### src/core_config.svh
`ifndef CORE_CONFIG_SVH
`define CORE_CONFIG_SVH

// Datapath and address width
`define XLEN 32

// Architectural registers, x0 included
`define REG_COUNT 32

// Data memory depth in words
`define DMEM_WORDS 256

// First fetch address
`define RESET_PC 32'h0000_0000

`endif

### src/rv_isa_pkg.sv
`include "core_config.svh"

package rv_isa_pkg;

    localparam int INSTR_W   = 32;
    localparam int REG_IDX_W = 5;

    typedef logic [`XLEN-1:0]     word_t;
    typedef logic [INSTR_W-1:0]   instr_t;
    typedef logic [REG_IDX_W-1:0] reg_idx_t;
    typedef logic [2:0]           funct3_t;

    // Major opcodes of the supported subset
    typedef enum logic [6:0] {
        OPC_OP     = 7'b0110011,
        OPC_OP_IMM = 7'b0010011,
        OPC_LOAD   = 7'b0000011,
        OPC_STORE  = 7'b0100011,
        OPC_BRANCH = 7'b1100011,
        OPC_LUI    = 7'b0110111,
        OPC_AUIPC  = 7'b0010111
    } opcode_e;

    // Arithmetic and logic funct3, shared by OP and OP-IMM
    localparam funct3_t F3_ADD_SUB = 3'b000;
    localparam funct3_t F3_SLT     = 3'b010;
    localparam funct3_t F3_SLTU    = 3'b011;
    localparam funct3_t F3_XOR     = 3'b100;
    localparam funct3_t F3_OR      = 3'b110;
    localparam funct3_t F3_AND     = 3'b111;

    localparam funct3_t F3_LW  = 3'b010; // Word load and store only
    localparam funct3_t F3_SW  = 3'b010;
    localparam funct3_t F3_BEQ = 3'b000;
    localparam funct3_t F3_BNE = 3'b001;

endpackage

### src/core_ctrl_pkg.sv
package core_ctrl_pkg;

    import rv_isa_pkg::*;

    typedef enum logic [3:0] {
        ALU_ADD  = 4'd0,
        ALU_SUB  = 4'd1,
        ALU_AND  = 4'd2,
        ALU_OR   = 4'd3,
        ALU_XOR  = 4'd4,
        ALU_SLT  = 4'd5,
        ALU_SLTU = 4'd6
    } alu_op_e;

    // First ALU operand source
    typedef enum logic [1:0] {
        OPA_RS1  = 2'd0,
        OPA_PC   = 2'd1,
        OPA_ZERO = 2'd2
    } opa_sel_e;

    typedef struct packed {
        alu_op_e  alu_op;
        opa_sel_e opa_sel;
        logic     use_imm;   // Operand B is the immediate
        logic     reg_write;
        logic     mem_read;  // Also selects load data for writeback
        logic     mem_write;
        logic     branch;
        logic     branch_ne; // Taken on inequality
        reg_idx_t rd;
        reg_idx_t rs1;
        reg_idx_t rs2;
        word_t    imm;
    } ctrl_t;

    typedef struct packed {
        word_t    pc;
        reg_idx_t rd;
        word_t    rd_data;
        logic     reg_write;
        logic     mem_write;
        word_t    mem_addr;
        word_t    mem_data;
    } retire_t;

endpackage

### src/alu.sv
`timescale 1ns/1ps

module alu
    import rv_isa_pkg::*, core_ctrl_pkg::*;
(
    input  ctrl_t ctrl,
    input  word_t pc,
    input  word_t rs1_data,
    input  word_t rs2_data,
    output word_t result
);

    word_t op_a;
    word_t op_b;

    // Operand A is pc for AUIPC, zero for LUI
    always_comb begin
        case (ctrl.opa_sel)
            OPA_PC:   op_a = pc;
            OPA_ZERO: op_a = '0;
            default:  op_a = rs1_data;
        endcase
    end

    assign op_b = ctrl.use_imm ? ctrl.imm : rs2_data;

    always_comb begin
        case (ctrl.alu_op)
            ALU_ADD:  result = op_a + op_b;
            ALU_SUB:  result = op_a - op_b;
            ALU_AND:  result = op_a & op_b;
            ALU_OR:   result = op_a | op_b;
            ALU_XOR:  result = op_a ^ op_b;
            ALU_SLT: begin
                result = word_t'($signed(op_a) < $signed(op_b));
            end
            ALU_SLTU: begin
                result = word_t'(op_a < op_b); // Unsigned compare
            end
            default:  result = op_a + op_b;
        endcase
    end

endmodule

### config.mk
export PLATFORM = sky130hd
export DESIGN_NAME = alu
export DESIGN_NICKNAME = d
export VERILOG_FILES = /design/src/rv_isa_pkg.sv /design/src/core_ctrl_pkg.sv /design/src/alu.sv
export VERILOG_INCLUDE_DIRS = /design/src
export SDC_FILE = /design/constraint.sdc
export NUM_CORES = 1
export LEC_CHECK = 0
export BUFFER_PORTS_ARGS = -buffer_cell sky130_fd_sc_hd__buf_2
export CORE_AREA = 4 4 92 115
export DETAILED_ROUTE_END_ITERATION = 12
export DIE_AREA = 0 0 96 119
export PLACE_DENSITY = 0.95
export SYNTH_ARGS = -nofsm -noshare
export SYNTH_HDL_FRONTEND = slang
export SYNTH_SLANG_ARGS = --single-unit
export TNS_END_PERCENT = 30
### constraint.sdc
create_clock -name vclk -period 5.7
set_input_delay 0 -clock vclk [all_inputs]
set_output_delay 0 -clock vclk [all_outputs]
set_load 0.05 [all_outputs]
; Word level (Yosys, flattened, before mapping)
; Cells that the tools add are included.
[word_totals]
register_bits = 0
input_bits = 155
elab_cells = 18
[op_classes]
add_sub_neg = 2
magnitude_cmp = 2
n_eq_ne = 8
muxes = 3
bitwise_logic = 3
[op_table]
columns = operator, count
row1 = 32-bit case mux with 6 select lines, 1
row2 = 32-bit less-than comparator, 2
row3 = 32-bit case mux with 2 select lines, 1
row4 = 32-bit adder, 1
row5 = 32-bit AND, 1
row6 = 32-bit 2-to-1 mux, 1
row7 = 32-bit bitwise OR, 1
row8 = 32-bit subtractor, 1
row9 = 32-bit XOR, 1
row10 = 4-bit by 3-bit == test with 1-bit output (second input constant), 3
row11 = 4-bit by 2-bit == test with 1-bit output (second input constant), 2
row12 = 4-bit by 1-bit == test with 1-bit output (second input constant), 1
row13 = 2-bit by 1-bit == test with 1-bit output (second input constant), 1
row14 = 2-bit == test (second input constant), 1

; Depth between registers and ports, before layout
[depth]
depth_word = 4
ltp_mapped = 21
ltp_nobuf = 18

; Worst setup path before layout
; No wires, ideal clock.
[synth_path]
path_kind = input -> output
startpoint = input port ctrl[54] in the netlist's numbering
endpoint = output port result[29]
t_arrival_ns = 4.286
required_time_ns = 5.700
slack_ns = 1.414
cell_stages = 19
n_path_buf = 3
path_cell_list = inv_1 > ha_1 > clkbuf_1 > nor2b_1 > clkbuf_1 > clkbuf_1 > a22oi_1 > inv_1 > ha_1 > o21bai_1 > a21oi_1 > o21a_1 > o41ai_2 > a21oi_1 > o31ai_2 > a311oi_2 > o31ai_1 > mux2_2 > o221ai_1
[synth_between]
elab_chain_len = 4
[synth_lines]
columns = item, line_no
row1 = from (decl), alu.sv:6  ; input ctrl_t ctrl,
row2 = 2-bit == test / 2-bit by 1-bit == test with 1-bit output (equally long branches), alu.sv:18  ; case (ctrl.opa_sel)
row3 = 32-bit case mux with 2 select lines (*), alu.sv:18
row4 = "32-bit adder, or another cell as far along", "alu.sv:29, alu.sv:40"
row5 = 32-bit case mux with 6 select lines (*), alu.sv:28  ; case (ctrl.alu_op)
row6 = to (decl), alu.sv:10  ; output word_t result
; Every way passes the cells marked *; elsewhere a longest branch is shown, timed or not.

; Worst setup path after layout
[layout_path]
startpoint = input port ctrl[53] in the netlist's numbering
endpoint = output port result[30]
; Same word-level chain as after synthesis.

==> flow_summary.json <==
{
  "floorplan.initialDensity": 0.566,
  "grt_max_degree": 33,
  "whs_ps": 648,
  "antenna_found_initial": 0,
  "placement_rows": 40,
  "maxCapViolations": 0,
  "synth.yosys.seq_area_share": 0,
  "critPathArrivalTime_ps": 4420,
  "worst_path_largest_cell_delay_ps": 530,
  "synth.cells.most_frequent": "ha_1, inv_1, nor2_1, a21oi_1, nand2_1",
  "powerDensity_nw_per_um2": 174,
  "grt_pass1_wl_um": 27700,
  "worstPathRequired_ps": 5700,
  "swShare": 0.662,
  "synthesis.nets": 1053,
  "area_growth_syn_to_layout_pct": 16.5,
  "route.detailed.wl_per_inst_um": 16.4,
  "avgSynthCellArea_um2": 6.77,
  "clk_network_pwr_share": 0,
  "placeableCoreArea_um2": 9560,
  "post_cts_resize_count": 0,
  "post_synth_inst_count": 799,
  "total_power_mw": 1.10,
  "cts_hold_repair.buffers": 0,
  "io_buffers": 167,
  "globalRouteOverflowTotal": 0,
  "final.clkbuf_count": 0,
  "core_utilization_of_the_finished_layout": 0.659,
  "worst_pin_slew_ps": 1200,
  "yosys.cell_count.top_type": "ha_1",
  "seqCellArea_um2": 0,
  "globalRouteTotalUtil": 0.285,
  "fin_crit_ps": 4420,
  "tns_ps": 0,
  "pre_cts_slack_ps": 1310,
  "total_leakage_power_nw": 3.13,
  "detail_route.vias_per_cell": 6.26,
  "fin_crit_sh": 0.775,
  "detailroute.via_count": 6587,
  "synthDominantAreaCellType": "ha_1",
  "drt_pre_antenna_iters": 6,
  "synth_largest_type_area_fraction": 0.224,
  "hp-class": "input pin to output port",
  "power.ir.vdd_worst_v": 0.000123,
  "unrepaired_setup_endpoints_after_global_routing": "no",
  "dieWidth_um": 96,
  "yosysUniqueCellTypes": 68,
  "timing.final.ws_setup_ps": 1280,
  "die_area_um2": 11400,
  "p_sw_mw": 0.727,
  "layout.sequential_cells": 0,
  "combinational_share_of_power": 1.000,
  "final-hold-violation-count": 0,
  "setup.worst_path.class": "input pin to output port",
  "die_height_um": 119,
  "internal_power_mw": 0.372,
  "yosys_warnings": 0,
  "postRouteAntennaNets": 0,
  "sequentialPowerShare": 0,
  "endpoint_kind": "output port",
  "grt_pass1_vias": 6496,
  "detail_route.drc_violations": 0,
  "postCtsSetupRepairBufs": 0,
  "finalMaxSlewViolations": 0,
  "slew_headroom": 0.200,
  "post_synth_main_area_contributors": "ha_1, a21oi_1, mux2_2, inv_1, nor2_1",
  "postRouteWirelength_um": 17200,
  "place.detailed.hpwl_um": 13300,
  "max_freq_ghz": 0.226,
  "layout.filler_cells": 893,
  "synthesis.area_um2": 5410,
  "worst_path_max_delay_cell": "a31oi_1",
  "outcome": "finished, final reports clean",
  "fraction_of_final_layout_cells_with_drive_strength_greater_than_1": 0.247,
  "top_level_ports": 187,
  "drt_first_iter_violations": 450,
  "number_of_failing_setup_endpoints_in_the_final_timing_report": 0,
  "timing.critical_path.cells": "buf_2, ha_1, nor2b_2, a22o_1, inv_1, ha_1, inv_1, fa_1, nor2b_1, o21bai_1, a21oi_1, o21bai_1, a31oi_1, a211oi_2, o21ai_0, nand2_1, o311ai_0, nand3_1, buf_2",
  "worst_path_maximum_fanout": 12,
  "number_of_nets_in_the_finished_design": 1182,
  "place_congestion": 0.999,
  "worstSetupStartpointType": "input pin"
}
==> power by group through the flow <==
stage,Sequential (mW),Combinational [mW],Clock (mW)
3_5_place_dp,0,1.08,0
5_1_grt,0,1.19,0
3_3_place_gp,0,1.06,0
4_1_cts,0,1.08,0
2_1_floorplan,0,0.832,0
6_report,0,1.10,0.0000000235
==> final timing paths <==
check                     from         end  slack [ps]  cells after the start
worst max-delay path  ctrl[53]  result[30]        1280                     19
worst min-delay path  ctrl[58]  result[31]         650                      5
==> per-layer routing <==
| layer | track usage | wire, um |
|---|---|---|
| met5 | 0 | 0 |
| met4 | 0.121 | 589 |
| met3 | 0.0341 | 1560 |
| met2 | 0.506 | 8420 |
| met1 | 0.334 | 6650 |
==> kinds of logic (layout without fill, tap and decap cells) <==
kind of cell,count (synthesis),after routing,share of synthesized area
AO/OA/AOI/OAI,299,299,0.404
multiplexers,34,34,0.0703
other,0,1,0
adder cells (fa/ha/maj),99,99,0.232
buffers and inverters,143,270,0.0997
XOR/XNOR,7,7,0.0113
AND/OR/NAND/NOR,217,217,0.183
==> layout make-up <==
type / instances / area [um^2] / share of cell area
Tap cell: 126 / 158 / 0.0250
Inverter: 94 / 353 / 0.0560
Multi-Input combinational cell: 656 / 4890 / 0.775
Antenna cell: 1 / 2.50 / 0.000397
Timing Repair Buffer: 176 / 903 / 0.143
==> cells in the final DEF (no fill, tap or decap), types with 16 or more instances in the layout <==
cell type and instances:
ha_1 97, nor3_1 18, a21oi_1 73, nand2_1 53, buf_2 167, a22o_1 28
o21ai_0 40, a221oi_1 16, mux2_2 32, nor2_1 82, inv_1 94
==> worst max-delay path, delay by kind of cell <==
kind                     cells  cell delay, ps
AND/OR/NAND/NOR              4            1070
buffers and inverters        4             490
adder cells (fa/ha/maj)      3             720
AO/OA/AOI/OAI                8            2120
==> through the flow <==
step | instance area (um^2) | std cells
finish | 6300 | 1053
global route | 6300 | 1052
CTS | 6300 | 1052
detailed placement | 6300 | 1052
global placement | 6300 | 1052
floorplan | 5410 | 799
Power figures use the tool's default switching activity.
