--- src/core_config.svh ---
`ifndef CORE_CONFIG_SVH
`define CORE_CONFIG_SVH

// Datapath and address width
`define XLEN 32

// Architectural registers, x0 included
`define REG_COUNT 32

// Data memory depth in words
`define DMEM_WORDS 256

// First fetch address
`define RESET_PC 32'h0000_0000

`endif

--- src/rv_isa_pkg.sv ---
`include "core_config.svh"

package rv_isa_pkg;

    localparam int INSTR_W   = 32;
    localparam int REG_IDX_W = 5;

    typedef logic [`XLEN-1:0]     word_t;
    typedef logic [INSTR_W-1:0]   instr_t;
    typedef logic [REG_IDX_W-1:0] reg_idx_t;
    typedef logic [2:0]           funct3_t;

    // Major opcodes of the supported subset
    typedef enum logic [6:0] {
        OPC_OP     = 7'b0110011,
        OPC_OP_IMM = 7'b0010011,
        OPC_LOAD   = 7'b0000011,
        OPC_STORE  = 7'b0100011,
        OPC_BRANCH = 7'b1100011,
        OPC_LUI    = 7'b0110111,
        OPC_AUIPC  = 7'b0010111
    } opcode_e;

    // Arithmetic and logic funct3, shared by OP and OP-IMM
    localparam funct3_t F3_ADD_SUB = 3'b000;
    localparam funct3_t F3_SLT     = 3'b010;
    localparam funct3_t F3_SLTU    = 3'b011;
    localparam funct3_t F3_XOR     = 3'b100;
    localparam funct3_t F3_OR      = 3'b110;
    localparam funct3_t F3_AND     = 3'b111;

    localparam funct3_t F3_LW  = 3'b010; // Word load and store only
    localparam funct3_t F3_SW  = 3'b010;
    localparam funct3_t F3_BEQ = 3'b000;
    localparam funct3_t F3_BNE = 3'b001;

endpackage

--- src/core_ctrl_pkg.sv ---
package core_ctrl_pkg;

    import rv_isa_pkg::*;

    typedef enum logic [3:0] {
        ALU_ADD  = 4'd0,
        ALU_SUB  = 4'd1,
        ALU_AND  = 4'd2,
        ALU_OR   = 4'd3,
        ALU_XOR  = 4'd4,
        ALU_SLT  = 4'd5,
        ALU_SLTU = 4'd6
    } alu_op_e;

    // First ALU operand source
    typedef enum logic [1:0] {
        OPA_RS1  = 2'd0,
        OPA_PC   = 2'd1,
        OPA_ZERO = 2'd2
    } opa_sel_e;

    typedef struct packed {
        alu_op_e  alu_op;
        opa_sel_e opa_sel;
        logic     use_imm;   // Operand B is the immediate
        logic     reg_write;
        logic     mem_read;  // Also selects load data for writeback
        logic     mem_write;
        logic     branch;
        logic     branch_ne; // Taken on inequality
        reg_idx_t rd;
        reg_idx_t rs1;
        reg_idx_t rs2;
        word_t    imm;
    } ctrl_t;

    typedef struct packed {
        word_t    pc;
        reg_idx_t rd;
        word_t    rd_data;
        logic     reg_write;
        logic     mem_write;
        word_t    mem_addr;
        word_t    mem_data;
    } retire_t;

endpackage

--- src/instr_decoder.sv ---
`timescale 1ns/1ps
`include "core_config.svh"

module instr_decoder
    import rv_isa_pkg::*, core_ctrl_pkg::*;
(
    input  instr_t instr,
    output ctrl_t  ctrl
);

    opcode_e opcode;
    funct3_t funct3;
    logic    funct7_b30;
    logic    arith_ok;
    word_t   imm_i;
    word_t   imm_s;
    word_t   imm_b;
    word_t   imm_u;

    function automatic alu_op_e alu_from_funct3(input funct3_t f3, input logic sub);
        alu_op_e op;
        case (f3)
            F3_ADD_SUB: op = sub ? ALU_SUB : ALU_ADD;
            F3_SLT:     op = ALU_SLT;
            F3_SLTU:    op = ALU_SLTU;
            F3_XOR:     op = ALU_XOR;
            F3_OR:      op = ALU_OR;
            F3_AND:     op = ALU_AND;
            default:    op = ALU_ADD;
        endcase
        return op;
    endfunction

    assign opcode     = opcode_e'(instr[6:0]);
    assign funct3     = instr[14:12];
    assign funct7_b30 = instr[30];

    // Shift encodings are not implemented
    assign arith_ok = (funct3 != 3'b001) && (funct3 != 3'b101);

    assign imm_i = {{(`XLEN-12){instr[31]}}, instr[31:20]};
    assign imm_s = {{(`XLEN-12){instr[31]}}, instr[31:25], instr[11:7]};
    assign imm_b = {{(`XLEN-13){instr[31]}}, instr[31], instr[7], instr[30:25],
                    instr[11:8], 1'b0};
    assign imm_u = {instr[31:12], 12'b0};

    always_comb begin
        ctrl         = '0; // Unknown opcodes leave all side effects off
        ctrl.alu_op  = ALU_ADD;
        ctrl.opa_sel = OPA_RS1;
        ctrl.rd      = instr[11:7];
        ctrl.rs1     = instr[19:15];
        ctrl.rs2     = instr[24:20];
        ctrl.imm     = imm_i;
        case (opcode)
            OPC_OP: begin
                ctrl.alu_op    = alu_from_funct3(funct3, funct7_b30);
                ctrl.reg_write = arith_ok;
            end
            OPC_OP_IMM: begin
                ctrl.alu_op    = alu_from_funct3(funct3, 1'b0); // funct7 ignored
                ctrl.use_imm   = 1'b1;
                ctrl.reg_write = arith_ok;
            end
            OPC_LOAD: begin
                ctrl.use_imm   = 1'b1;
                ctrl.mem_read  = (funct3 == F3_LW);
                ctrl.reg_write = (funct3 == F3_LW);
            end
            OPC_STORE: begin
                ctrl.use_imm   = 1'b1;
                ctrl.imm       = imm_s;
                ctrl.mem_write = (funct3 == F3_SW);
            end
            OPC_BRANCH: begin
                ctrl.imm       = imm_b;
                ctrl.branch    = (funct3 == F3_BEQ) || (funct3 == F3_BNE);
                ctrl.branch_ne = (funct3 == F3_BNE);
            end
            OPC_LUI: begin
                ctrl.opa_sel   = OPA_ZERO; // 0 + imm
                ctrl.use_imm   = 1'b1;
                ctrl.imm       = imm_u;
                ctrl.reg_write = 1'b1;
            end
            OPC_AUIPC: begin
                ctrl.opa_sel   = OPA_PC;
                ctrl.use_imm   = 1'b1;
                ctrl.imm       = imm_u;
                ctrl.reg_write = 1'b1;
            end
            default: begin
            end
        endcase
    end

endmodule

--- config.mk ---
export PLATFORM = sky130hd
export DESIGN_NAME = instr_decoder
export DESIGN_NICKNAME = d
export VERILOG_FILES = /design/src/rv_isa_pkg.sv /design/src/core_ctrl_pkg.sv /design/src/instr_decoder.sv
export VERILOG_INCLUDE_DIRS = /design/src
export SDC_FILE = /design/constraint.sdc
export NUM_CORES = 1
export LEC_CHECK = 0
export BUFFER_PORTS_ARGS = -buffer_cell sky130_fd_sc_hd__buf_2
export CAP_MARGIN = 20
export CORE_AREA = 2 2 51 53
export DETAILED_ROUTE_END_ITERATION = 8
export DIE_AREA = 0 0 53 55
export GPL_ROUTABILITY_DRIVEN = 0
export PLACE_DENSITY = 0.78
export SLEW_MARGIN = 20
export SYNTH_ARGS = -nofsm -noshare
export SYNTH_HDL_FRONTEND = slang
export SYNTH_SLANG_ARGS = --single-unit
--- constraint.sdc ---
create_clock -name vclk -period 0.9
set_input_delay 0.09 -clock vclk [all_inputs]
set_output_delay 0.09 -clock vclk [all_outputs]
set_load 0.01 [all_outputs]
== Word level (Yosys, flattened, before mapping) ==
Index checks and enable logic that the tools add are counted.
W data, S select, Z words.
Storage, ports and cells
  flip-flop bits (word level): 0
  bits of input ports: 32
  output and inout port bits: 59
  logic and storage cells: 32
Cells by class
  eq/ne operators: 15
  muxes and demuxes: 11
  reduce and logical (&&, ||, !) cells: 6
Operators by type and width (number)
  $pmux W31 S3: 1
  $eq A7 B6 Y1 const B: 3
  $pmux W3 S6: 1
  $pmux W3 S5: 1
  $eq A7 B5 Y1 const B: 2
  $eq A3 B3 Y1 const B: 3
  $pmux W4 S2: 1
  $eq A7 B2 Y1 const B: 1
  $eq A7 B7 Y1 const B: 1
  $eq A3 B2 Y1 const B: 2
  $reduce_or A5 Y1: 1
  $mux W1: 4
  $pmux W2 S2: 1
  $reduce_or A2 Y1: 2
  $eq A3 B1 Y1 const B: 1
  $logic_not A3 Y1: 1
  $ne A3 B1 Y1 const B: 1
  $ne A3 B3 Y1 const B: 1
  $pmux W1 S3: 1
  $mux W2: 1
  $logic_and A1 B1 Y1: 1
  $logic_or A1 B1 Y1: 1

== Longest topological paths before layout ==
  word-level depth: 3
  gate-level depth with buffers: 4

== Worst setup path before layout ==
No wires, ideal clock.
  kind: input to output
  from: in instr[3]
  to: out ctrl[11] (netlist name)
  data arrival time: 0.904 ns
  data required time: 0.810 ns
  slack: -0.094 ns
  stages: 4
  buffers on the path: 1
  path through: and4bb_2 > a21boi_2 > buf_6 > mux2_2
RTL lines
  start, declared: RTL line instr_decoder.sv:7  | input instr_t instr,
  end, declared: RTL line instr_decoder.sv:8  | output ctrl_t ctrl

==> parameters.txt <==
Parameter                              Value

Global routing
  Met2 demand-to-capacity share in global routing    38.13%
  GRT met1 Usage    16.99%
  Global-route wire length before repair    3808 µm
  GR Layer Usage met3    0.5376%
  Grt peak-use layer    met2
  Antenna violations before repair    0
  Via count of the first global-routing pass    954
  Gr usage total    16.89%
  Maximum number of pins on one net before global-route repair    10
  Remaining Overflow, GRT    0

Pwr
  Cell internal pwr    278.3 µW
  Leakage power    between 0.0008 and 0.0009 µW
  Reported net switching power    ~250 µW
  Part of the total power dissipated in combinational logic    100.0%
  Part of the total power dissipated in the clock network    0%
  Power share of the sequential group    0%
  Sw Share    47.45%
  Maximum vdd ir drop    between 0.2 and 0.25 mV
  Cell Pwr Density    414.9 nW/µm²

Hold path
  Path type of the worst min-delay path    in2out
  Worst Hold Depth    2

Routing
  Post-detailed-route via-to-cell ratio    4.721
  Total vias in the final route    1034
  Routed wirelength normalized by instance count    11.89 µm
  Routed WL    2605 µm
  First-iteration detailed-routing DRC count    10
  First-pass iteration count of the detailed router    4
  DRC    0
  DRT antenna net count    0

Placed design
  Number of placed cells counting well taps    217
  Worst slack, placed    -0.3674 ns
  Detail Placement HPWL    between 2000 and 2500 µm
  Cell area after placement    1165 µm²
  Number of buffers inserted by port buffering    90

Critical path
  Worst setup path startpoint    instr[3]
  Largest fanout on the critical path    6
  Worst path required time    0.81 ns
  Last element of the critical path    ctrl[24]
  Startpoint type of the worst setup path    input port
  CP Capture Type    output pin
  Worst path arrival time    ~1.1 ns
  Crit Path Category    in2out

Layout
  Count of fill cells added during filler insertion    between 200 and 250
  Area of the multi-input gates    535.5 µm²
  Final layout net count    about 220
  Clock tree buffer count of the final layout    0
  Fraction of layout cells with a size suffix above 1    66.67%
  Non-filler cells in the finished layout    219
  Antenna cell count    0
  Number of flip-flops and latches    0
  Sequential Area    0 µm²
  Summed area of non-filler cells in the final layout    1276 µm²
  Area added between synthesis and finish    92.82%

Outcome
  Failing checks    setup timing
  Status    complete, but fails checks

Timing
  Peak Freq    839.1 MHz
  Period utilisation layout    132.4%
  Slew Limit Fails    0
  Final min period    1.192 ns
  Worst setup margin    -0.2917 ns
  Unrepaired setup endpoints after global routing    true
  Number of hold violations in the final report    0
  Number of failing setup endpoints in the final timing report    42

Synth
  Synthesis Warnings    0
  Mapped Avg Cell Area    6.754 µm²
  Post-synthesis sequential area ratio    0%
  Synth area leader    a21o_1
  Most instantiated library cell after synthesis    a21o_1
  Synth unique cells    29
  Syn Inst Count    98
  Most used standard cells in the synthesized netlist    a21o_1 (20), buf_4 (17), and2_1 (8), nor2_1 (7), inv_1 (6)
  Synth area leaders    a21o_1 (23%), buf_4 (19%), and2_1 (7.6%)
  Nets in the synthesized netlist    130
  Mapped Area    roughly 660 µm²
  Post-synth top area share    22.68%

Floorplanning
  Die outline width    53 µm
  Area of the core    about 2400 µm²
  Top-level port count    91
  Die Span Y    approximately 55 µm
  Floorplan row count    18
  Total die area    2915 µm²
  Starting density of the core    roughly 28%

Flow run
  Maximum Capacitance Violations    0
[through the flow]
step                hold WS, ns  util, %  total power (µW)  setup TNS, ns
global placement         0.3777    49.26             474.9         -10.56
floorplan                0.2132        -             265.2        -0.4486
detailed placement       0.3796    49.26             482.6         -11.21
global route             0.3860    53.97             576.3         -11.44
CTS                      0.3796    52.38             515.9         -9.274
finish                   0.3791    53.97             529.5         -9.438
[power groups by stage]
| stage | registers, µW | clock network (µW) | logic, µW |
|---|---|---|---|
| global route | 0 | 0 | 576 |
| floorplan | 0 | 0 | 265 |
| global placement | 0 | 0 | 475 |
| CTS | 0 | 0 | 516 |
| finish | 0 | 0 | 530 |
| detailed placement | 0 | 0 | 483 |
[cells in the final DEF, fill, tap and decap left out, drive strengths merged, types with 2 or more instances in the layout]
master  count
a21o       20
a31o        2
and2        8
and3        4
buf       113
inv         6
mux2i       4
nand2       3
nor2        7
nor3        2
o21ai       5
[repair_timing]
action,CTS,global route
pin swaps,3,4
setup buffers,1,0
hold buffers,0,0
gates resized for setup,14,7
gates cloned,1,0
hold endpoints to repair,0,0
endpoints found under the setup margin,42,42
[area by class of cell]
class	count	share of cell area [%]
Timing Repair Buffer	113	53.33
Multi-Input combinational cell	70	41.96
Inverter	6	1.765
Tap cell	30	2.941
[worst min path at each step]
stage	end	slack [ns]	start
6_report	ctrl[41]	0.38	instr[19]
5_1_grt	ctrl[40]	0.39	instr[18]
4_1_cts	ctrl[41]	0.38	instr[19]
3_5_place_dp	ctrl[41]	0.38	instr[19]
3_3_place_gp	ctrl[40]	0.38	instr[18]
2_1_floorplan	ctrl[55]	0.21	instr[12]
[worst max-delay path, stage by stage]
cell and delay (ns):
buf_6 0.09, and4bb_4 0.38, a21boi_4 0.10, buf_6 0.15, a21o_1 0.15, buf_2 0.13
[cells by family (layout without fill, tap and decap cells)]
| kind of cell | Yosys count | in the layout | synth area share, % |
|---|---|---|---|
| other | 1 | 1 | 0.5666 |
| AND/OR/NAND/NOR | 33 | 33 | 30.44 |
| multiplexers | 5 | 5 | 7.751 |
| buffers and inverters | 28 | 119 | 27.22 |
| AO/OA/AOI/OAI | 31 | 31 | 34.03 |
[per-layer routing]
layer  vias to the layer above  share of wire [%]
met5                         -                  0
met4                         0                  0
met3                         0                9.5
met2                        56                 53
met1                       472                 38
li1                        506                  -
No activity file was read; power rests on OpenSTA's default activity.
