$ cat config.mk
export PLATFORM = sky130hd
export DESIGN_NAME = register_file
export DESIGN_NICKNAME = d
export VERILOG_FILES = /design/src/rv_isa_pkg.sv /design/src/core_ctrl_pkg.sv /design/src/register_file.sv
export VERILOG_INCLUDE_DIRS = /design/src
export SDC_FILE = /design/constraint.sdc
export NUM_CORES = 2
export LEC_CHECK = 0
export BUFFER_PORTS_ARGS = -buffer_cell sky130_fd_sc_hd__buf_2
export CORE_MARGIN = 2
export CORE_UTILIZATION = 30
export CTS_CLUSTER_SIZE = 16
export DETAILED_ROUTE_END_ITERATION = 10
export HOLD_SLACK_MARGIN = 0.05
export SKIP_LAST_GASP = 1
export SLEW_MARGIN = 20
export SYNTH_ARGS = -nofsm -noshare
export SYNTH_HDL_FRONTEND = slang
export SYNTH_SLANG_ARGS = --single-unit
$ cat constraint.sdc
create_clock -name clk -period 1.6 [get_ports clk]
set_clock_uncertainty 0.05 [all_clocks]
set_input_delay 0 -clock clk [delete_from_list [all_inputs] [get_ports clk]]
set_output_delay 0 -clock clk [all_outputs]
set_load 0.05 [all_outputs]
$ cat src/core_config.svh
`ifndef CORE_CONFIG_SVH
`define CORE_CONFIG_SVH

// Datapath and address width
`define XLEN 32

// Architectural registers, x0 included
`define REG_COUNT 32

// Data memory depth in words
`define DMEM_WORDS 256

// First fetch address
`define RESET_PC 32'h0000_0000

`endif

$ cat src/rv_isa_pkg.sv
`include "core_config.svh"

package rv_isa_pkg;

    localparam int INSTR_W   = 32;
    localparam int REG_IDX_W = 5;

    typedef logic [`XLEN-1:0]     word_t;
    typedef logic [INSTR_W-1:0]   instr_t;
    typedef logic [REG_IDX_W-1:0] reg_idx_t;
    typedef logic [2:0]           funct3_t;

    // Major opcodes of the supported subset
    typedef enum logic [6:0] {
        OPC_OP     = 7'b0110011,
        OPC_OP_IMM = 7'b0010011,
        OPC_LOAD   = 7'b0000011,
        OPC_STORE  = 7'b0100011,
        OPC_BRANCH = 7'b1100011,
        OPC_LUI    = 7'b0110111,
        OPC_AUIPC  = 7'b0010111
    } opcode_e;

    // Arithmetic and logic funct3, shared by OP and OP-IMM
    localparam funct3_t F3_ADD_SUB = 3'b000;
    localparam funct3_t F3_SLT     = 3'b010;
    localparam funct3_t F3_SLTU    = 3'b011;
    localparam funct3_t F3_XOR     = 3'b100;
    localparam funct3_t F3_OR      = 3'b110;
    localparam funct3_t F3_AND     = 3'b111;

    localparam funct3_t F3_LW  = 3'b010; // Word load and store only
    localparam funct3_t F3_SW  = 3'b010;
    localparam funct3_t F3_BEQ = 3'b000;
    localparam funct3_t F3_BNE = 3'b001;

endpackage

$ cat src/core_ctrl_pkg.sv
package core_ctrl_pkg;

    import rv_isa_pkg::*;

    typedef enum logic [3:0] {
        ALU_ADD  = 4'd0,
        ALU_SUB  = 4'd1,
        ALU_AND  = 4'd2,
        ALU_OR   = 4'd3,
        ALU_XOR  = 4'd4,
        ALU_SLT  = 4'd5,
        ALU_SLTU = 4'd6
    } alu_op_e;

    // First ALU operand source
    typedef enum logic [1:0] {
        OPA_RS1  = 2'd0,
        OPA_PC   = 2'd1,
        OPA_ZERO = 2'd2
    } opa_sel_e;

    typedef struct packed {
        alu_op_e  alu_op;
        opa_sel_e opa_sel;
        logic     use_imm;   // Operand B is the immediate
        logic     reg_write;
        logic     mem_read;  // Also selects load data for writeback
        logic     mem_write;
        logic     branch;
        logic     branch_ne; // Taken on inequality
        reg_idx_t rd;
        reg_idx_t rs1;
        reg_idx_t rs2;
        word_t    imm;
    } ctrl_t;

    typedef struct packed {
        word_t    pc;
        reg_idx_t rd;
        word_t    rd_data;
        logic     reg_write;
        logic     mem_write;
        word_t    mem_addr;
        word_t    mem_data;
    } retire_t;

endpackage

$ cat src/register_file.sv
`timescale 1ns/1ps
`include "core_config.svh"

module register_file
    import rv_isa_pkg::*, core_ctrl_pkg::*;
(
    input  logic  clk,
    input  logic  rst_n,
    input  logic  instr_valid,
    input  ctrl_t ctrl,
    input  word_t rd_data,
    output word_t rs1_data,
    output word_t rs2_data
);

    word_t regs [`REG_COUNT];

    always_ff @(posedge clk or negedge rst_n) begin
        if (!rst_n) begin
            for (int i = 0; i < `REG_COUNT; i++) begin
                regs[i] <= '0;
            end
        end else if (instr_valid && ctrl.reg_write && (ctrl.rd != '0)) begin
            regs[ctrl.rd] <= rd_data; // x0 keeps its reset value
        end
    end

    // Asynchronous reads
    assign rs1_data = regs[ctrl.rs1];
    assign rs2_data = regs[ctrl.rs2];

endmodule

Word level (Yosys, flattened, before mapping)
Index checks and enable logic that the tools add are counted.
W data, S select, Z words.
Storage, ports and cells
  input bits: 94
  memory bits (read-only): 0
  bits in latches: 0
  memories: 0
  output and inout bits: 64
  word-level logic and storage cells: 52
  bits in registers: 1024
  memory bits (writable): 0
Operators by class
  equal/unequal tests: 0
  bitwise operators: 3
  divide/modulo/power cells: 0
  reductions and logical operators: 4
  mux-type cells: 9
  $lt $le $gt $ge: 4
  $add $sub $neg: 0
  shifts and indexed selects: 0
  $mul: 0
Operator list (number)
  $bwmux W1024: 1
  $bmux W32 S5: 2
  $demux W32 S5: 1
  $mux W32: 5
  $ge A6 B6 Y1 const B: 3
  $not A5 Y6: 3
  $lt A6 B1 Y1 const B: 1
  $reduce_bool A5 Y1: 1
  $logic_and A1 B1 Y1: 3

Longest topological paths before layout
  word-level depth: 6
  gate-level depth with buffers: 8
  depth with buffers taken out: 5

Worst setup path before layout
OpenSTA, ideal clock, no wires.
  path type: input-to-output
  start point: input ctrl[38] (netlist bit)
  end point: output rs1_data[25]
  buffers on the path: 4
  data arrival time: 1.603 ns
  required time: 1.550 ns
  setup slack: -0.053 ns
  stages: 8
  path through: buf_2 > buf_2 > buf_4 > buf_2 > mux2i_1 > a22oi_1 > a31oi_1 > nand3_1
Between the ends
  word-level cells in the longest chain between the ends: 4
Ends and longest elaborated chain
  start: declaration: RTL line register_file.sv:10  | input ctrl_t ctrl,
  $not A5 Y6 (not written as such): RTL line register_file.sv:29  | assign rs1_data = regs[ctrl.rs1];
  $bmux W32 S5: RTL line register_file.sv:29
  $mux W32 (not written as such) (2 in a row): RTL line register_file.sv:29
  end: declaration: RTL line register_file.sv:12  | output word_t rs1_data,
No other way between the ends. The select of a mux whose other input is x is not followed.

Final worst setup path
  start point: register regs[936] (netlist bit)
  end point: output rs2_data[8]
Between the ends
  word-level cells in the longest chain between the ends: 3
Ends and longest elaborated chain
  start: declaration: RTL line register_file.sv:16  | word_t regs [`REG_COUNT];
  start signal: indexed assignment: RTL line register_file.sv:24  | regs[ctrl.rd] <= rd_data;
  $bmux W32 S5: RTL line register_file.sv:30  | assign rs2_data = regs[ctrl.rs2];
  $mux W32 (not written as such) (2 in a row): RTL line register_file.sv:30
  end: declaration: RTL line register_file.sv:13  | output word_t rs2_data
No other way between the ends. The select of a mux whose other input is x is not followed.

==> results.md <==
- In this design, the largest share of critical-path delay is due to buffers and inverters.
- The time the worst path needs with I/O delays and setup is 2.32 ns.
- The maximum clock frequency is approximately 0.43 GHz.
- Once placement completed, the tool counted placed cells totaling around 7300.
- The highest cell delay on the worst timing path is 0.40 ns.
- The first global-routing pass estimated 281000 um of wire.
- TritonCTS built the clock tree.
- The maximum buffer depth of the clock tree is 3.
- The register with the most flip-flops in the layout has 1024 of them.
- The endpoint identified for the worst register-to-register timing path is regs[872]$_DFFE_PN0P_.
- In this run the worst setup path begins at regs[936]$_DFFE_PN0P_.
- The startpoint identified for the worst register-to-register timing path is regs[872]$_DFFE_PN0P_.
- The via count of the first global-routing pass came to around 42000.
- Across all layers, the routed design uses between 40000 and 50000 vias.
- At the worst endpoint, the arrival time is 2.27 ns.
- The worst reg-to-reg path cell count is 2.
- The H-tree level count is 3.
- The final reports fail on negative setup slack.
- The mean number of vias per cell is 5.39.
- The count of cell types in the netlist is 31.
- The die width is 434 um.
- The number of maximum-capacitance violations is 0.
- Yosys printed 0 warnings.
- In this run the remaining antenna-violating nets after routing total 0.
- The number of buffers and inverters on the critical path is 3.
- The worst max-slew margin expressed relative to the limit is 0.540.
- The maximum resistive drop on vdd is approximately 0.00090 V.
- The filler cell count is around 17000.
- Clock latency on the worst-skew pair, taken at its later pin, is 0.73 ns.
- The depth of the critical timing path with buffers and inverters included is 8.
- After detailed routing, the average wire length per cell comes to 25.0 um.
- Traced cell by cell, the critical path runs through buf_6 -> mux2i_2 -> a22o_1 -> nor3_2 -> a31oi_1 -> buf_4 -> nand3_4 -> buf_12.
- Setup repair after global routing could not meet its margin everywhere.
- The worst setup margin is -0.716 ns.
- At the pin with the least slew margin, the transition time is 0.690 ns.
- The area growth from synthesis to layout is 26.5%.
- The number of hold-slack violations in the final timing report came to 0.
- The number of nets produced by synthesis is ~4700.
- The die height is approximately 430 um.
- The floorplan die area is 188000 sq um.
- After clock tree synthesis, the clock-pin slew on the worst setup and hold paths is 0.07 ns.
- The number of buffers added by the clock tree synthesis step is 103.
- The tightest min-delay check is of the in2reg type.
- The synthesis-stage register bit count is 1024.
- STA classifies the critical path endpoint as an output pin.
- The end point of the critical path is rs2_data[8].
- The number of rows in the core area is 157.
- The region available for standard cell placement spans around 180000 sq um.
- Leaving out filler cells and counting taps, the final layout contains 7527.
- The startpoint identified for the worst hold timing path is ctrl[45].
- Routability-driven placement finished with a final weighted congestion of a little under 0.9.
- The mapped netlist covers 55500 sq um.
- The initial utilization of the core area, before any placement, comes to 0.303.
- The most common cell after layout, fill and taps aside is sky130_fd_sc_hd__dfrtp_1.
- The startpoint type of the worst setup path is a flip-flop.
- In this run, the number of DRC markers left after iteration 0 of detailed routing was about 3100.
- For this design, the slowest cell found on the critical path is sky130_fd_sc_hd__dfrtp_1.
- The run finished, with violations left.
- The final number of max-transition violations is 0.
- The number of input and output port buffers inserted is 114.
- In the layout the commonest cells are 1024 x sky130_fd_sc_hd__dfrtp_1, 1023 x sky130_fd_sc_hd__mux2i_1, 975 x sky130_fd_sc_hd__mux2_2, 373 x sky130_fd_sc_hd__buf_4, 215 x sky130_fd_sc_hd__buf_12.
- The clock root buffer master is sky130_fd_sc_hd__clkbuf_16.
- Of the cells placed in the final design, the portion with a size suffix greater than 1 is 0.406.
- By startpoint and endpoint, the worst setup path is classified as reg2out.
- Setup slack on the worst reg-to-reg path comes out at 0.64 ns.
- Synthesis handed over a netlist of 4614 instances.
- For this block, the routed nets add up to roughly 190000 um of wire.
- The final worst-path cycle share is 1.45.
- The post-detailed-route DRC marker count is 0.
- The aggregate negative setup slack is -36.89 ns.
- The combined global-route utilization of all metal layers is 0.197.
- The maximum number of pins on one net before global-route repair is 100.
- The total overflow left after global routing is 0.
- The total number of clock tree sinks is a little over 1000.
- The I/O pin count is 158.
- The pre-antenna-repair detailed-routing pass consisted of 5 iterations.
- Setup violations remaining at the end of the flow were counted as 64.
- The initial antenna violation count is 7.
- regs holds more flip-flops than any other register.
- The biggest fanout along the worst timing path is 2.
- The estimated wirelength of the detail-placed design is 125000 um.
- After synthesis, the mean cell area works out to 12.0 sq um.
- In the final layout, the registers with the most flip-flops are regs (1024).
- The layout net count is 5073.
- The reported leakage power is 33.2 nW.
- The data required time at the worst endpoint is 1.55 ns.
- In this run the power density over the cells is between 1000 and 1500 nW/um^2.
- The sequential-to-total area share from yosys stat is 0.462.
-- stage by stage --
stage	utilization	hold WS, ns	instance area, sq um	worst slack, ns	power [mW]
6_report	0.383	0.0832	70200	-0.716	72.4
5_1_grt	0.383	0.0890	70200	-0.810	75.3
4_1_cts	0.381	0.0990	70000	-0.785	72.7
3_5_place_dp	0.351	-0.157	64500	-0.493	45.6
3_3_place_gp	0.351	-0.153	64500	-0.537	45.2
2_1_floorplan	-	-0.346	55600	0.0169	40.1
-- worst min path at each step --
stage | to | slack (ns) | cells past startpoint
2_1_floorplan | regs[0]$_DFFE_PN0P_ | -0.35 | 0
3_3_place_gp | regs[869]$_DFFE_PN0P_ | -0.15 | 1
3_5_place_dp | regs[264]$_DFFE_PN0P_ | -0.16 | 1
4_1_cts | regs[226]$_DFFE_PN0P_ | 0.1 | 7
5_1_grt | regs[711]$_DFFE_PN0P_ | 0.09 | 6
6_report | regs[711]$_DFFE_PN0P_ | 0.08 | 6
-- timing repair --
item / CTS / global route
pin swaps: 124 / 105
hold endpoints to repair: 2016 / 0
gates resized for setup: 332 / 47
hold buffers: 39 / 0
setup buffers: 11 / 8
setup endpoints to repair: 64 / 221
gates cloned: 0 / 0
-- layer usage --
layer  vias to the layer above  routed length [um]  track usage
li1                      17732                   -            -
met1                     21310               80900        0.256
met2                      1184               89600        0.325
met3                       361                9280       0.0254
met4                         2                8580       0.0911
met5                         -                  13            0
-- where the power goes --
part           total [mW]  internal (mW)  switching (mW)
clock network        26.1           14.9            11.2
registers            31.8           29.2            2.59
logic                14.5           7.30            7.19
-- worst min-delay path, delay by kind of cell --
kind          cells  cell delay [ns]
buf+inv           2             0.32
simple gates      3             0.31
mux               1             0.20
-- synthesized netlist by cell type --
master                     instances  area (sq um)
sky130_fd_sc_hd__mux2i_1        1024         10200
sky130_fd_sc_hd__nor4_2            1          12.5
sky130_fd_sc_hd__a22oi_1         192          1440
sky130_fd_sc_hd__buf_6             7          78.8
sky130_fd_sc_hd__nand4_1           2          12.5
sky130_fd_sc_hd__inv_1             1          3.75
sky130_fd_sc_hd__nand2b_4          2          27.5
sky130_fd_sc_hd__buf_2           197           986
sky130_fd_sc_hd__dfrtp_1        1024         25600
sky130_fd_sc_hd__clkbuf_1        240           901
sky130_fd_sc_hd__nand2b_1          5          31.3
sky130_fd_sc_hd__and2_1            3          18.8
sky130_fd_sc_hd__mux2_1           17           191
sky130_fd_sc_hd__nand3b_1          1          7.51
sky130_fd_sc_hd__buf_4            14           105
sky130_fd_sc_hd__mux2_2          975         11000
sky130_fd_sc_hd__nand3_1         197           986
sky130_fd_sc_hd__nor2_2            1          6.26
sky130_fd_sc_hd__or3b_4            1          11.3
sky130_fd_sc_hd__nor3_2            1          10.0
sky130_fd_sc_hd__nor3_1           65           325
sky130_fd_sc_hd__a31oi_1          64           400
sky130_fd_sc_hd__buf_1            21          78.8
sky130_fd_sc_hd__nand2_1         200           751
sky130_fd_sc_hd__or2_1             4          25.0
sky130_fd_sc_hd__a21oi_1         192           961
sky130_fd_sc_hd__a22o_1          128          1120
sky130_fd_sc_hd__nor2_1           27           101
sky130_fd_sc_hd__or2_2             2          12.5
sky130_fd_sc_hd__nor3b_2           1          12.5
sky130_fd_sc_hd__nor2b_1           5          31.3
-- cell type report --
type,instances,area [sq um],share of cell area
Tap cell,2464,3080,0.0439
Clock inverter,56,752,0.0107
Inverter,1,3.75,0.0000535
Clock buffer,129,2850,0.0405
Sequential cell,1024,25600,0.365
Timing Repair Buffer,739,8590,0.122
Multi-Input combinational cell,3110,29300,0.417
Antenna cell,4,10.0,0.000143
-- logic make-up (layout without fill, tap and decap cells) --
logic type / Yosys count / count (layout) / synth area share
multiplexers: 2016 / 2016 / 0.386
flip-flops: 1024 / 1024 / 0.462
AO/OA/AOI/OAI: 576 / 576 / 0.0707
AND/OR/NAND/NOR: 518 / 518 / 0.0429
buffers and inverters: 480 / 925 / 0.0388
other: 0 / 4 / 0
Note: power is estimated with default switching activity, not from simulation.
