File: src/core_config.svh
`ifndef CORE_CONFIG_SVH
`define CORE_CONFIG_SVH

// Datapath and address width
`define XLEN 32

// Architectural registers, x0 included
`define REG_COUNT 32

// Data memory depth in words
`define DMEM_WORDS 256

// First fetch address
`define RESET_PC 32'h0000_0000

`endif

File: src/rv_isa_pkg.sv
`include "core_config.svh"

package rv_isa_pkg;

    localparam int INSTR_W   = 32;
    localparam int REG_IDX_W = 5;

    typedef logic [`XLEN-1:0]     word_t;
    typedef logic [INSTR_W-1:0]   instr_t;
    typedef logic [REG_IDX_W-1:0] reg_idx_t;
    typedef logic [2:0]           funct3_t;

    // Major opcodes of the supported subset
    typedef enum logic [6:0] {
        OPC_OP     = 7'b0110011,
        OPC_OP_IMM = 7'b0010011,
        OPC_LOAD   = 7'b0000011,
        OPC_STORE  = 7'b0100011,
        OPC_BRANCH = 7'b1100011,
        OPC_LUI    = 7'b0110111,
        OPC_AUIPC  = 7'b0010111
    } opcode_e;

    // Arithmetic and logic funct3, shared by OP and OP-IMM
    localparam funct3_t F3_ADD_SUB = 3'b000;
    localparam funct3_t F3_SLT     = 3'b010;
    localparam funct3_t F3_SLTU    = 3'b011;
    localparam funct3_t F3_XOR     = 3'b100;
    localparam funct3_t F3_OR      = 3'b110;
    localparam funct3_t F3_AND     = 3'b111;

    localparam funct3_t F3_LW  = 3'b010; // Word load and store only
    localparam funct3_t F3_SW  = 3'b010;
    localparam funct3_t F3_BEQ = 3'b000;
    localparam funct3_t F3_BNE = 3'b001;

endpackage

File: src/core_ctrl_pkg.sv
package core_ctrl_pkg;

    import rv_isa_pkg::*;

    typedef enum logic [3:0] {
        ALU_ADD  = 4'd0,
        ALU_SUB  = 4'd1,
        ALU_AND  = 4'd2,
        ALU_OR   = 4'd3,
        ALU_XOR  = 4'd4,
        ALU_SLT  = 4'd5,
        ALU_SLTU = 4'd6
    } alu_op_e;

    // First ALU operand source
    typedef enum logic [1:0] {
        OPA_RS1  = 2'd0,
        OPA_PC   = 2'd1,
        OPA_ZERO = 2'd2
    } opa_sel_e;

    typedef struct packed {
        alu_op_e  alu_op;
        opa_sel_e opa_sel;
        logic     use_imm;   // Operand B is the immediate
        logic     reg_write;
        logic     mem_read;  // Also selects load data for writeback
        logic     mem_write;
        logic     branch;
        logic     branch_ne; // Taken on inequality
        reg_idx_t rd;
        reg_idx_t rs1;
        reg_idx_t rs2;
        word_t    imm;
    } ctrl_t;

    typedef struct packed {
        word_t    pc;
        reg_idx_t rd;
        word_t    rd_data;
        logic     reg_write;
        logic     mem_write;
        word_t    mem_addr;
        word_t    mem_data;
    } retire_t;

endpackage

File: src/fetch_pc.sv
`timescale 1ns/1ps
`include "core_config.svh"

module fetch_pc
    import rv_isa_pkg::*, core_ctrl_pkg::*;
(
    input  logic  clk,
    input  logic  rst_n,
    input  logic  instr_valid,
    input  ctrl_t ctrl,
    input  word_t rs1_data,
    input  word_t rs2_data,
    output word_t pc
);

    logic  operands_equal;
    logic  branch_taken;
    word_t pc_plus4;
    word_t pc_target;
    word_t pc_next;

    // BEQ wants equal operands, BNE wants them to differ
    assign operands_equal = (rs1_data == rs2_data);
    assign branch_taken   = ctrl.branch && (operands_equal != ctrl.branch_ne);

    assign pc_plus4  = pc + word_t'(4);
    assign pc_target = pc + ctrl.imm; // B-type offset, already shifted
    assign pc_next   = branch_taken ? pc_target : pc_plus4;

    always_ff @(posedge clk or negedge rst_n) begin
        if (!rst_n) begin
            pc <= `RESET_PC;
        end else if (instr_valid) begin
            pc <= pc_next; // Advance only on an accepted instruction
        end
    end

endmodule

File: config.mk
export PLATFORM = sky130hd
export DESIGN_NAME = fetch_pc
export DESIGN_NICKNAME = d
export VERILOG_FILES = /design/src/rv_isa_pkg.sv /design/src/core_ctrl_pkg.sv /design/src/fetch_pc.sv
export VERILOG_INCLUDE_DIRS = /design/src
export SDC_FILE = /design/constraint.sdc
export NUM_CORES = 1
export LEC_CHECK = 0
export BUFFER_PORTS_ARGS = -buffer_cell sky130_fd_sc_hd__buf_2
export CAP_MARGIN = 20
export CORE_MARGIN = 2
export CORE_UTILIZATION = 45
export CTS_CLUSTER_DIAMETER = 100
export DETAILED_ROUTE_END_ITERATION = 10
export GPL_TIMING_DRIVEN = 0
export PLACE_DENSITY = 0.88
export SLEW_MARGIN = 15
export SYNTH_ARGS = -nofsm -noshare
export SYNTH_HDL_FRONTEND = slang
export SYNTH_SLANG_ARGS = --single-unit
export TNS_END_PERCENT = 5
File: constraint.sdc
create_clock -name clk -period 2.5 [get_ports clk]
set_input_delay 0.625 -clock clk [delete_from_list [all_inputs] [get_ports clk]]
set_output_delay 0.625 -clock clk [all_outputs]
set_load 0.03 [all_outputs]
== After elaboration in Yosys (flattened, before gate mapping) ==
Cells that the tools add are included.
Word-level totals
  input port bits: 126
  word-level logic and storage cells: 7
  output and inout port bits: 32
  register bits after elaboration: 32
Cells by class
  $add $sub $neg: 2
  multiplexer cells: 1
  equality and inequality tests: 2
  reduce and logical (&&, ||, !) cells: 1
Operators with widths (number)
  adder 32 x 3 -> 32 bit, second input constant: 1
  adder 32 bit: 1
  == test 32 bit: 1
  two-way mux 32 bit: 1
  logical AND 1 bit: 1
  inequality test 1 bit: 1

== Depth between registers and ports, before layout ==
Gate-level depths: netlist of the first run.
  word-level depth: 4
  mapped depth: 11
  depth with buffers taken out: 11

== Worst setup path after synthesis of the first run ==
No wires, ideal clock.
  kind: input -> register
  from: input port ctrl[12] (netlist name)
  to: register pc[25]
  library setup time: 0.111 ns
  arrival time: 2.754 ns
  path buffers: 1
  stages: 10
  setup slack: -0.365 ns
  path through: ha_1 buf_2 a21o_1 a31o_2 a31oi_1 o21ai_2 a211o_1 a21oi_1 mux2_2 a222oi_1
Between the ends
  longest elaborated chain between the ends: 2
Ends and longest elaborated chain
  start, declared: line fetch_pc.sv:10  | input ctrl_t ctrl,
  adder 32 bit: line fetch_pc.sv:27  | assign pc_target = pc + ctrl.imm;
  two-way mux 32 bit: line fetch_pc.sv:28  | assign pc_next = branch_taken ? pc_target : pc_plus4;
  end signal, assigned: line fetch_pc.sv:32  | pc <= `RESET_PC;
  end signal, assigned: line fetch_pc.sv:34  | pc <= pc_next;
  end, declared: line fetch_pc.sv:13  | output word_t pc
No other way between the ends.
A chain may end at the register's enable or synchronous reset.

== Final worst setup path of the first run ==
Ends and elaborated chain as after synthesis.

==> Flow_metrics.wiki, run 1 <==
{| class="wikitable"
! Metric !! Value
|-
| Total iterations of the first detailed-routing run || 5
|-
| Cell area after layout || 5500 sq um
|-
| Layout overhead on the synthesized area || 39.7%
|-
| Largest regs || pc x32
|-
| CTS root buffer || clkbuf_8
|-
| Core Region || 8590 sq um
|-
| Top-level I/O count || approximately 160
|-
| GRT Util Overall || between 20% and 30%
|-
| Critical path origin || ctrl[12]
|-
| First-pass GRT wire length || ~23 mm
|-
| Worst path setup slack after routing || -0.174 ns
|-
| # nets final || between 800 and 900
|-
| Capture instance of the worst register-to-register path || pc[25]
|-
| Most frequently used flop master after synthesis || dfrtp_1
|-
| Worst Hold Margin || just over 0.4 ns
|-
| Tcrit/Tclk final || 107%
|-
| Worst path arrival time || 2.86 ns
|-
| # Max-Cap Violations || 0
|-
| Total count of hold-check failures in the final report || 0
|-
| Placer's final routability congestion estimate || 1.00
|-
| Critical path launch point type || input port
|-
| Total global routing overflow || 0
|-
| Maximum number of pins on one net before global-route repair || 33
|-
| Die extent in y || a little under 100 um
|-
| Peak clock frequency supported by timing || ~370 MHz
|-
| EDFF count, synth || 0
|-
| Number of buffers on the longest clock path || 2
|-
| Detail-routed net length per standard cell || 18.8 um
|-
| TritonCTS clock tree || built
|-
| TritonCTS buffer count || 5
|-
| Violated checks || setup timing
|-
| Source of the worst register-to-register timing path || pc[10]
|-
| Post-synthesis area per instance || ~7.6 sq um
|-
| Port Buffer Count || around 130
|-
| Hold-fix buffers, CTS || 0
|-
| Register with the most flip-flops || pc
|-
| Sink count of the clock tree || 32
|-
| Proportion of register bits with asynchronous set or reset after synthesis || 100%
|-
| Setup violators final || 13
|-
| Slew at the pin closest to its max-slew limit || around 0.80 ns
|-
| Starting density of the core || a little under half
|-
| Level count of the clock H-tree || 2
|-
| Clock latency on the worst-skew pair || 0.29 ns
|-
| Crit Path Max Fanout || 3
|-
| Required time at the worst-slack endpoint || about 2.7 ns
|-
| Number of vias per cell after detailed routing || 6.12
|-
| Slack of the worst reg-to-reg path || -0.16 ns
|-
| Leak || roughly 2.4 nW
|-
| Antenna violations before repair || 2
|-
| Max transition margin || between 40% and 50%
|-
| Nets in the synthesized netlist || roughly 680
|-
| Maximum vdd drop || between 0.7 and 0.8 mV
|-
| Synth Warn # || 0
|-
| Half-perimeter wire length after detailed placement || around 11 mm
|-
| Status || finished, violations left
|-
| Clock period minus worst slack || around 2.7 ns
|-
| Post-synthesis cell type count || 66
|-
| Register clock-pin slew on the reported worst setup and hold paths || ~0.08 ns
|-
| Kind of end point of the critical path || register
|-
| DRT Wirelength || approximately 15 mm
|-
| Fraction of final layout cells with drive strength greater than 1 || a little under two fifths
|-
| FF+latch count, synth || 32
|-
| Total number of vias || between 4000 and 5000
|-
| Number of global-route vias before repair || roughly 4700
|-
| Starting DRT DRC Count || a little over 400
|-
| Die width || 97.5 um
|-
| Count of final max-slew check failures || 0
|-
| Cell Area, Placed || ~4800 sq um
|-
| Critical path class || in -> reg
|-
| Depth of the most critical reg-to-reg path || 9
|-
| Post-synthesis cell area || just under 4000 sq um
|-
| Setup repair after global routing missed its margin || true
|-
| Number of flip-flops in the largest register || 32
|-
| Sequential cell area fraction in the yosys report || roughly a fifth
|-
| Synthesized instance count || between 500 and 600
|-
| Number of nets with antenna violations after detailed routing || 0
|-
| Power Density || about 1200 nW/um^2
|-
| Die Area || roughly 9500 sq um
|-
| Number of rows in the core area || 34
|-
| Kind of path behind the tightest hold check || in -> async
|-
| Residual DRC count || 0
|-
| Worst clock skew || about 0.0086 ns
|}
==> where the power goes <==
part	internal, mW	total, mW	switching (mW)
Sequential	0.778	1.18	0.407
Combinational	2.00	4.71	2.70
Clock	0.296	0.511	0.215
==> cells in the final DEF (no fill, tap or decap), drive strengths merged, types with 17 or more instances in the layout <==
cell type / synthesis / layout
buf: 7 / 168
a21oi: 67 / 67
nand2: 60 / 60
o21ai: 41 / 41
xor2: 39 / 39
nor2: 36 / 36
dfrtp: 32 / 32
ha: 32 / 32
xnor2: 19 / 19
clkbuf: 15 / 17
==> cell families (layout without fill, tap and decap cells) <==
kind of cell             Yosys count  after routing  share of synthesized area [%]
AND/OR/NAND/NOR                  182            182                           23.0
AO/OA/AOI/OAI                    175            175                           27.7
XOR/XNOR                          58             58                           12.9
buffers and inverters             34            199                           3.78
adder cells (fa/ha/maj)           33             33                           10.7
flip-flops                        32             32                           20.3
multiplexers                       6              6                           1.65
other                              0              3                              0
==> layout make-up <==
| type | count | area, sq um |
|---|---|---|
| multi-input cells | 454 | 3370 |
| fillers | 755 | 3090 |
| repair buffers | 158 | 865 |
| flip-flops and latches | 32 | 813 |
| plain buffers | 21 | 160 |
| well taps | 108 | 135 |
| clock buffers | 6 | 72.6 |
| inverters | 12 | 45.0 |
| clock inverters | 2 | 35.0 |
| diodes | 3 | 7.51 |
==> Yosys cell counts, drive strengths merged (12+ instances only) <==
library cell / number / area [sq um]
a21oi: 67 / 335
nand2: 60 / 225
o21ai: 41 / 216
xor2: 39 / 342
nor2: 36 / 135
dfrtp: 32 / 801
ha: 32 / 400
xnor2: 19 / 166
clkbuf: 15 / 56.3
nand3: 13 / 65.1
nor3: 13 / 70.1
nor4: 12 / 75.1
==> stage by stage <==
| step | instances | setup WS [ns] | setup TNS (ns) | utilization [%] | total power [mW] |
|---|---|---|---|---|---|
| after detailed placement | 759 | -1.02 | -20.67 | 55.5 | 4.99 |
| final | 796 | -0.174 | -0.709 | 64.0 | 6.40 |
| after global placement | 759 | -0.908 | -18.70 | 55.5 | 4.91 |
| after global routing | 796 | -0.229 | -3.21 | 64.0 | 6.83 |
| after floorplan | 520 | -0.272 | -1.58 | - | 3.92 |
| after CTS | 783 | -0.146 | -0.445 | 61.9 | 6.08 |
==> critical path, cell delays in order <==
cell	delay (ns)
buf_6	0.10
ha_4	0.24
a21o_1	0.20
a31o_2	0.24
a31oi_1	0.18
o21ai_2	0.12
a211o_1	0.35
a21oi_2	0.21
mux2_4	0.32
a222oi_1	0.29
==> metal layers <==
layer | wire length [um] | global-route usage (%) | part of all wire [%] | vias up
met5 | 0 | 0 | 0 | -
met4 | 553 | 10.3 | 3.7 | 0
met3 | 1280 | 4.82 | 8.6 | 50
met2 | 7190 | 52.8 | 48 | 301
met1 | 5910 | 37.0 | 40 | 2249
li1 | - | - | - | 2272
==> worst max-delay path by stage <==
stage	to	cells past startpoint
final	pc[25]	10
after global routing	pc[18]	11
after CTS	pc[25]	10
after detailed placement	pc[17]	10
after global placement	pc[16]	11
after floorplan	pc[25]	9
==> timing repair <==
action,4_1_cts,5_1_grt
cloned,0,0
setup buffers,17,10
pin swaps,26,22
resized for setup,71,33
setup endpoints to repair,26,30
No activity file was read; power rests on OpenSTA's default activity.
==> inputs of run 2 (changes only) <==
Settings changed: CORE_ASPECT_RATIO set to 0.75.
==> run 2 against run 1 <==
The run still ends with setup timing left. Clock power rose by 41%. Non-clock buffer count fell by 12. Global-route usage fell by 0.54 points. Final cell count fell by 1.8%. Power rose by 2.0%. Worst hold slack got worse by 0.0030 ns. Clock skew fell by 0.0061 ns. Utilization rose by 0.79 points. Combinational power fell by 2%. Critical path depth fell by 1. Register-to-register slack got worse by 0.03 ns. Die area barely moved.
==> Flow_metrics.wiki, run 2 (synthesized netlist as in run 1, its figures left out) <==
{| class="wikitable"
! Metric !! Value
|-
| Required time at the worst-slack endpoint || 2.66 ns (was 2.69 ns)
|-
| Maximum vdd drop || 0.652 mV (was 0.773 mV)
|-
| Slew at the pin closest to its max-slew limit || 0.787 ns (was 0.802 ns)
|-
| Fraction of final layout cells with drive strength greater than 1 || 36.4% (was 37.1%)
|-
| Residual DRC count || 0 (unchanged)
|-
| # nets final || 831 (was 843)
|-
| Register clock-pin slew on the reported worst setup and hold paths || 0.06 ns (was 0.08 ns)
|-
| Crit path cell chain || ha_4, a21o_1, a31o_4, a31oi_2, o21ai_2, a211o_1, a21oi_2, mux2_4, a222oi_1 (was buf_6, ha_4, a21o_1, a31o_2, a31oi_1, o21ai_2, a211o_1, a21oi_2, mux2_4, a222oi_1)
|-
| Sink count of the clock tree || 32 (unchanged)
|-
| Layout overhead on the synthesized area || 39.8% (was 39.7%)
|-
| Max transition margin || 47.5% (was 46.5%)
|-
| Worst setup timing slack at the placement stage || -1.16 ns (was -1.02 ns)
|-
| GRT Util Overall || 29.4% (was 29.9%)
|-
| Slack of the worst reg-to-reg path || -0.19 ns (was -0.16 ns)
|-
| Die extent in y || 85.0 um (was 97.5 um)
|-
| Final Util || 64.8% (was 64.0%)
|-
| Number of rows in the core area || 29 (was 34)
|-
| Violated checks || setup timing (unchanged)
|-
| Antenna violations before repair || 1 (was 2)
|-
| Total number of vias || 4872 (unchanged)
|-
| Met1 GRT Util || 37.4% (was 37.0%)
|-
| Capture instance of the worst register-to-register path || pc[25] (unchanged)
|-
| Crit Path Max Fanout || 2 (was 3)
|-
| Power Density || 1190 nW/um^2 (was 1160 nW/um^2)
|-
| Slowest cell on the critical path || dfrtp_2 (was a211o_1)
|-
| Worst Hold Margin || 0.413 ns (was 0.416 ns)
|-
| Core Region || 8490 sq um (was 8590 sq um)
|-
| Number of vias per cell after detailed routing || 6.23 (was 6.12)
|-
| Level count of the clock H-tree || 2 (unchanged)
|-
| Depth of the most critical reg-to-reg path || 9 (unchanged)
|-
| Clock latency on the worst-skew pair || 0.28 ns (was 0.29 ns)
|-
| Register with the most flip-flops || pc (unchanged)
|-
| Most common cell after layout, fill and taps aside || buf_2 (unchanged)
|-
| Critical path launch point type || register (was input port)
|-
| Total global routing overflow || 0 (unchanged)
|-
| TritonCTS buffer count || 5 (unchanged)
|-
| Critical path class || reg -> reg (was in -> reg)
|-
| Total iterations of the first detailed-routing run || 5 (unchanged)
|-
| Die Area || 9520 sq um (was 9510 sq um)
|-
| Count of final max-slew check failures || 0 (unchanged)
|-
| Worst path arrival time || 2.85 ns (was 2.86 ns)
|-
| Top-level I/O count || 158 (unchanged)
|-
| Hold-fix buffers, CTS || 0 (unchanged)
|-
| CP max stage delay || 0.44 ns (was 0.35 ns)
|-
| Kind of end point of the critical path || register (unchanged)
|-
| Tcrit/Tclk final || 108% (was 107%)
|-
| Placer's final routability congestion estimate || 1.01 (was 1.00)
|-
| Maximum number of pins on one net before global-route repair || 33 (unchanged)
|-
| # Max-Cap Violations || 0 (unchanged)
|-
| First-pass GRT wire length || 23.0 mm (was 23.1 mm)
|-
| Worst path setup slack after routing || -0.194 ns (was -0.174 ns)
|-
| Number of flip-flops in the largest register || 32 (unchanged)
|-
| Global route hottest layer || met2 (unchanged)
|-
| CTS root buffer || clkbuf_16 (was clkbuf_8)
|-
| Commonest non-fill, non-tap cells in the layout || 132 x buf_2, 59 x nand2_1, 58 x a21oi_1 (unchanged)
|-
| Setup violators final || 8 (was 13)
|-
| Number of buffers on the longest clock path || 2 (unchanged)
|-
| Leak || 2.38 nW (was 2.40 nW)
|-
| Starting DRT DRC Count || 455 (was 407)
|-
| Die width || 112 um (was 97.5 um)
|-
| Setup repair after global routing missed its margin || true (unchanged)
|-
| Met3 usage in global routing || 6.00% (was 4.82%)
|-
| Half-perimeter wire length after detailed placement || 10.7 mm (about the same)
|-
| Peak clock frequency supported by timing || 371 MHz (was 374 MHz)
|-
| Kind of path behind the tightest hold check || in -> async (unchanged)
|-
| Source of the worst register-to-register timing path || pc[10] (unchanged)
|-
| TritonCTS clock tree || built (unchanged)
|-
| Port Buffer Count || 131 (unchanged)
|-
| Largest regs || pc x32 (unchanged)
|-
| Detail-routed net length per standard cell || 18.8 um (about the same)
|-
| Starting density of the core || 46.4% (was 45.8%)
|-
| Clock period minus worst slack || 2.69 ns (was 2.67 ns)
|-
| DRT Wirelength || 14.7 mm (was 14.9 mm)
|-
| Status || finished, violations left (unchanged)
|-
| Met2 Usage GRT || 50.6% (was 52.8%)
|-
| Worst clock skew || 0.00250 ns (was 0.00858 ns)
|-
| Number of global-route vias before repair || 4754 (was 4698)
|-
| Number of nets with antenna violations after detailed routing || 0 (unchanged)
|-
| Total count of hold-check failures in the final report || 0 (unchanged)
|}
## run 2: worst max-delay path by stage
stage	startpoint	endpoint	slack, ns	cells past startpoint
3_5_place_dp	rs2_data[28]	pc[17]	-1.16	10
2_1_floorplan	ctrl[1]	pc[25]	-0.27	9
5_1_grt	pc[5]	pc[25]	-0.33	9
3_3_place_gp	rs2_data[28]	pc[17]	-1.14	10
4_1_cts	pc[10]	pc[25]	-0.20	9
6_report	pc[10]	pc[25]	-0.19	9
## run 2: routing by layer
| metal | share of wire (%) | wire (um) |
|---|---|---|
| met4 | 2.2 | 323 |
| met2 | 48 | 7020 |
| met1 | 40 | 5810 |
| met5 | 0 | 0 |
| met3 | 10 | 1540 |
## run 2: layout make-up
| class | instances | area, sq um |
|---|---|---|
| Antenna cell | 1 | 2.50 |
| Multi-Input combinational cell | 454 | 3390 |
| Clock inverter | 3 | 42.5 |
| Timing Repair Buffer | 146 | 774 |
| Sequential cell | 32 | 815 |
| Buffer | 21 | 175 |
| Tap cell | 108 | 135 |
| Inverter | 12 | 45.0 |
| Clock buffer | 5 | 125 |
| Fill cell | 737 | 2990 |
## run 2: repair_timing
item,4_1_cts,5_1_grt
hold endpoints to repair,0,0
buffers inserted,15,0
gates resized for setup,72,41
pin swaps,33,11
endpoints found under the setup margin,31,31
## run 2: critical path: cells and delay by family, from the launching register on
family	cells	cell delay [ns]
AO/OA/AOI/OAI	7	1.58
flip-flops	1	0.44
multiplexers	1	0.31
adder cells (fa/ha/maj)	1	0.25
## run 2: where the power goes
| part | internal (mW) | switching, mW |
|---|---|---|
| Clock | 0.468 | 0.255 |
| Sequential | 0.781 | 0.428 |
| Combinational | 1.90 | 2.70 |
## run 2: metrics by stage
stage,total power [mW],setup TNS (ns),instances,area (sq um)
after global placement,4.91,-23.12,759,4770
after detailed placement,4.99,-24.11,759,4770
final,6.53,-0.868,782,5500
after global routing,6.95,-2.53,782,5500
after CTS,6.23,-0.796,781,5370
after floorplan,3.92,-1.58,520,3980
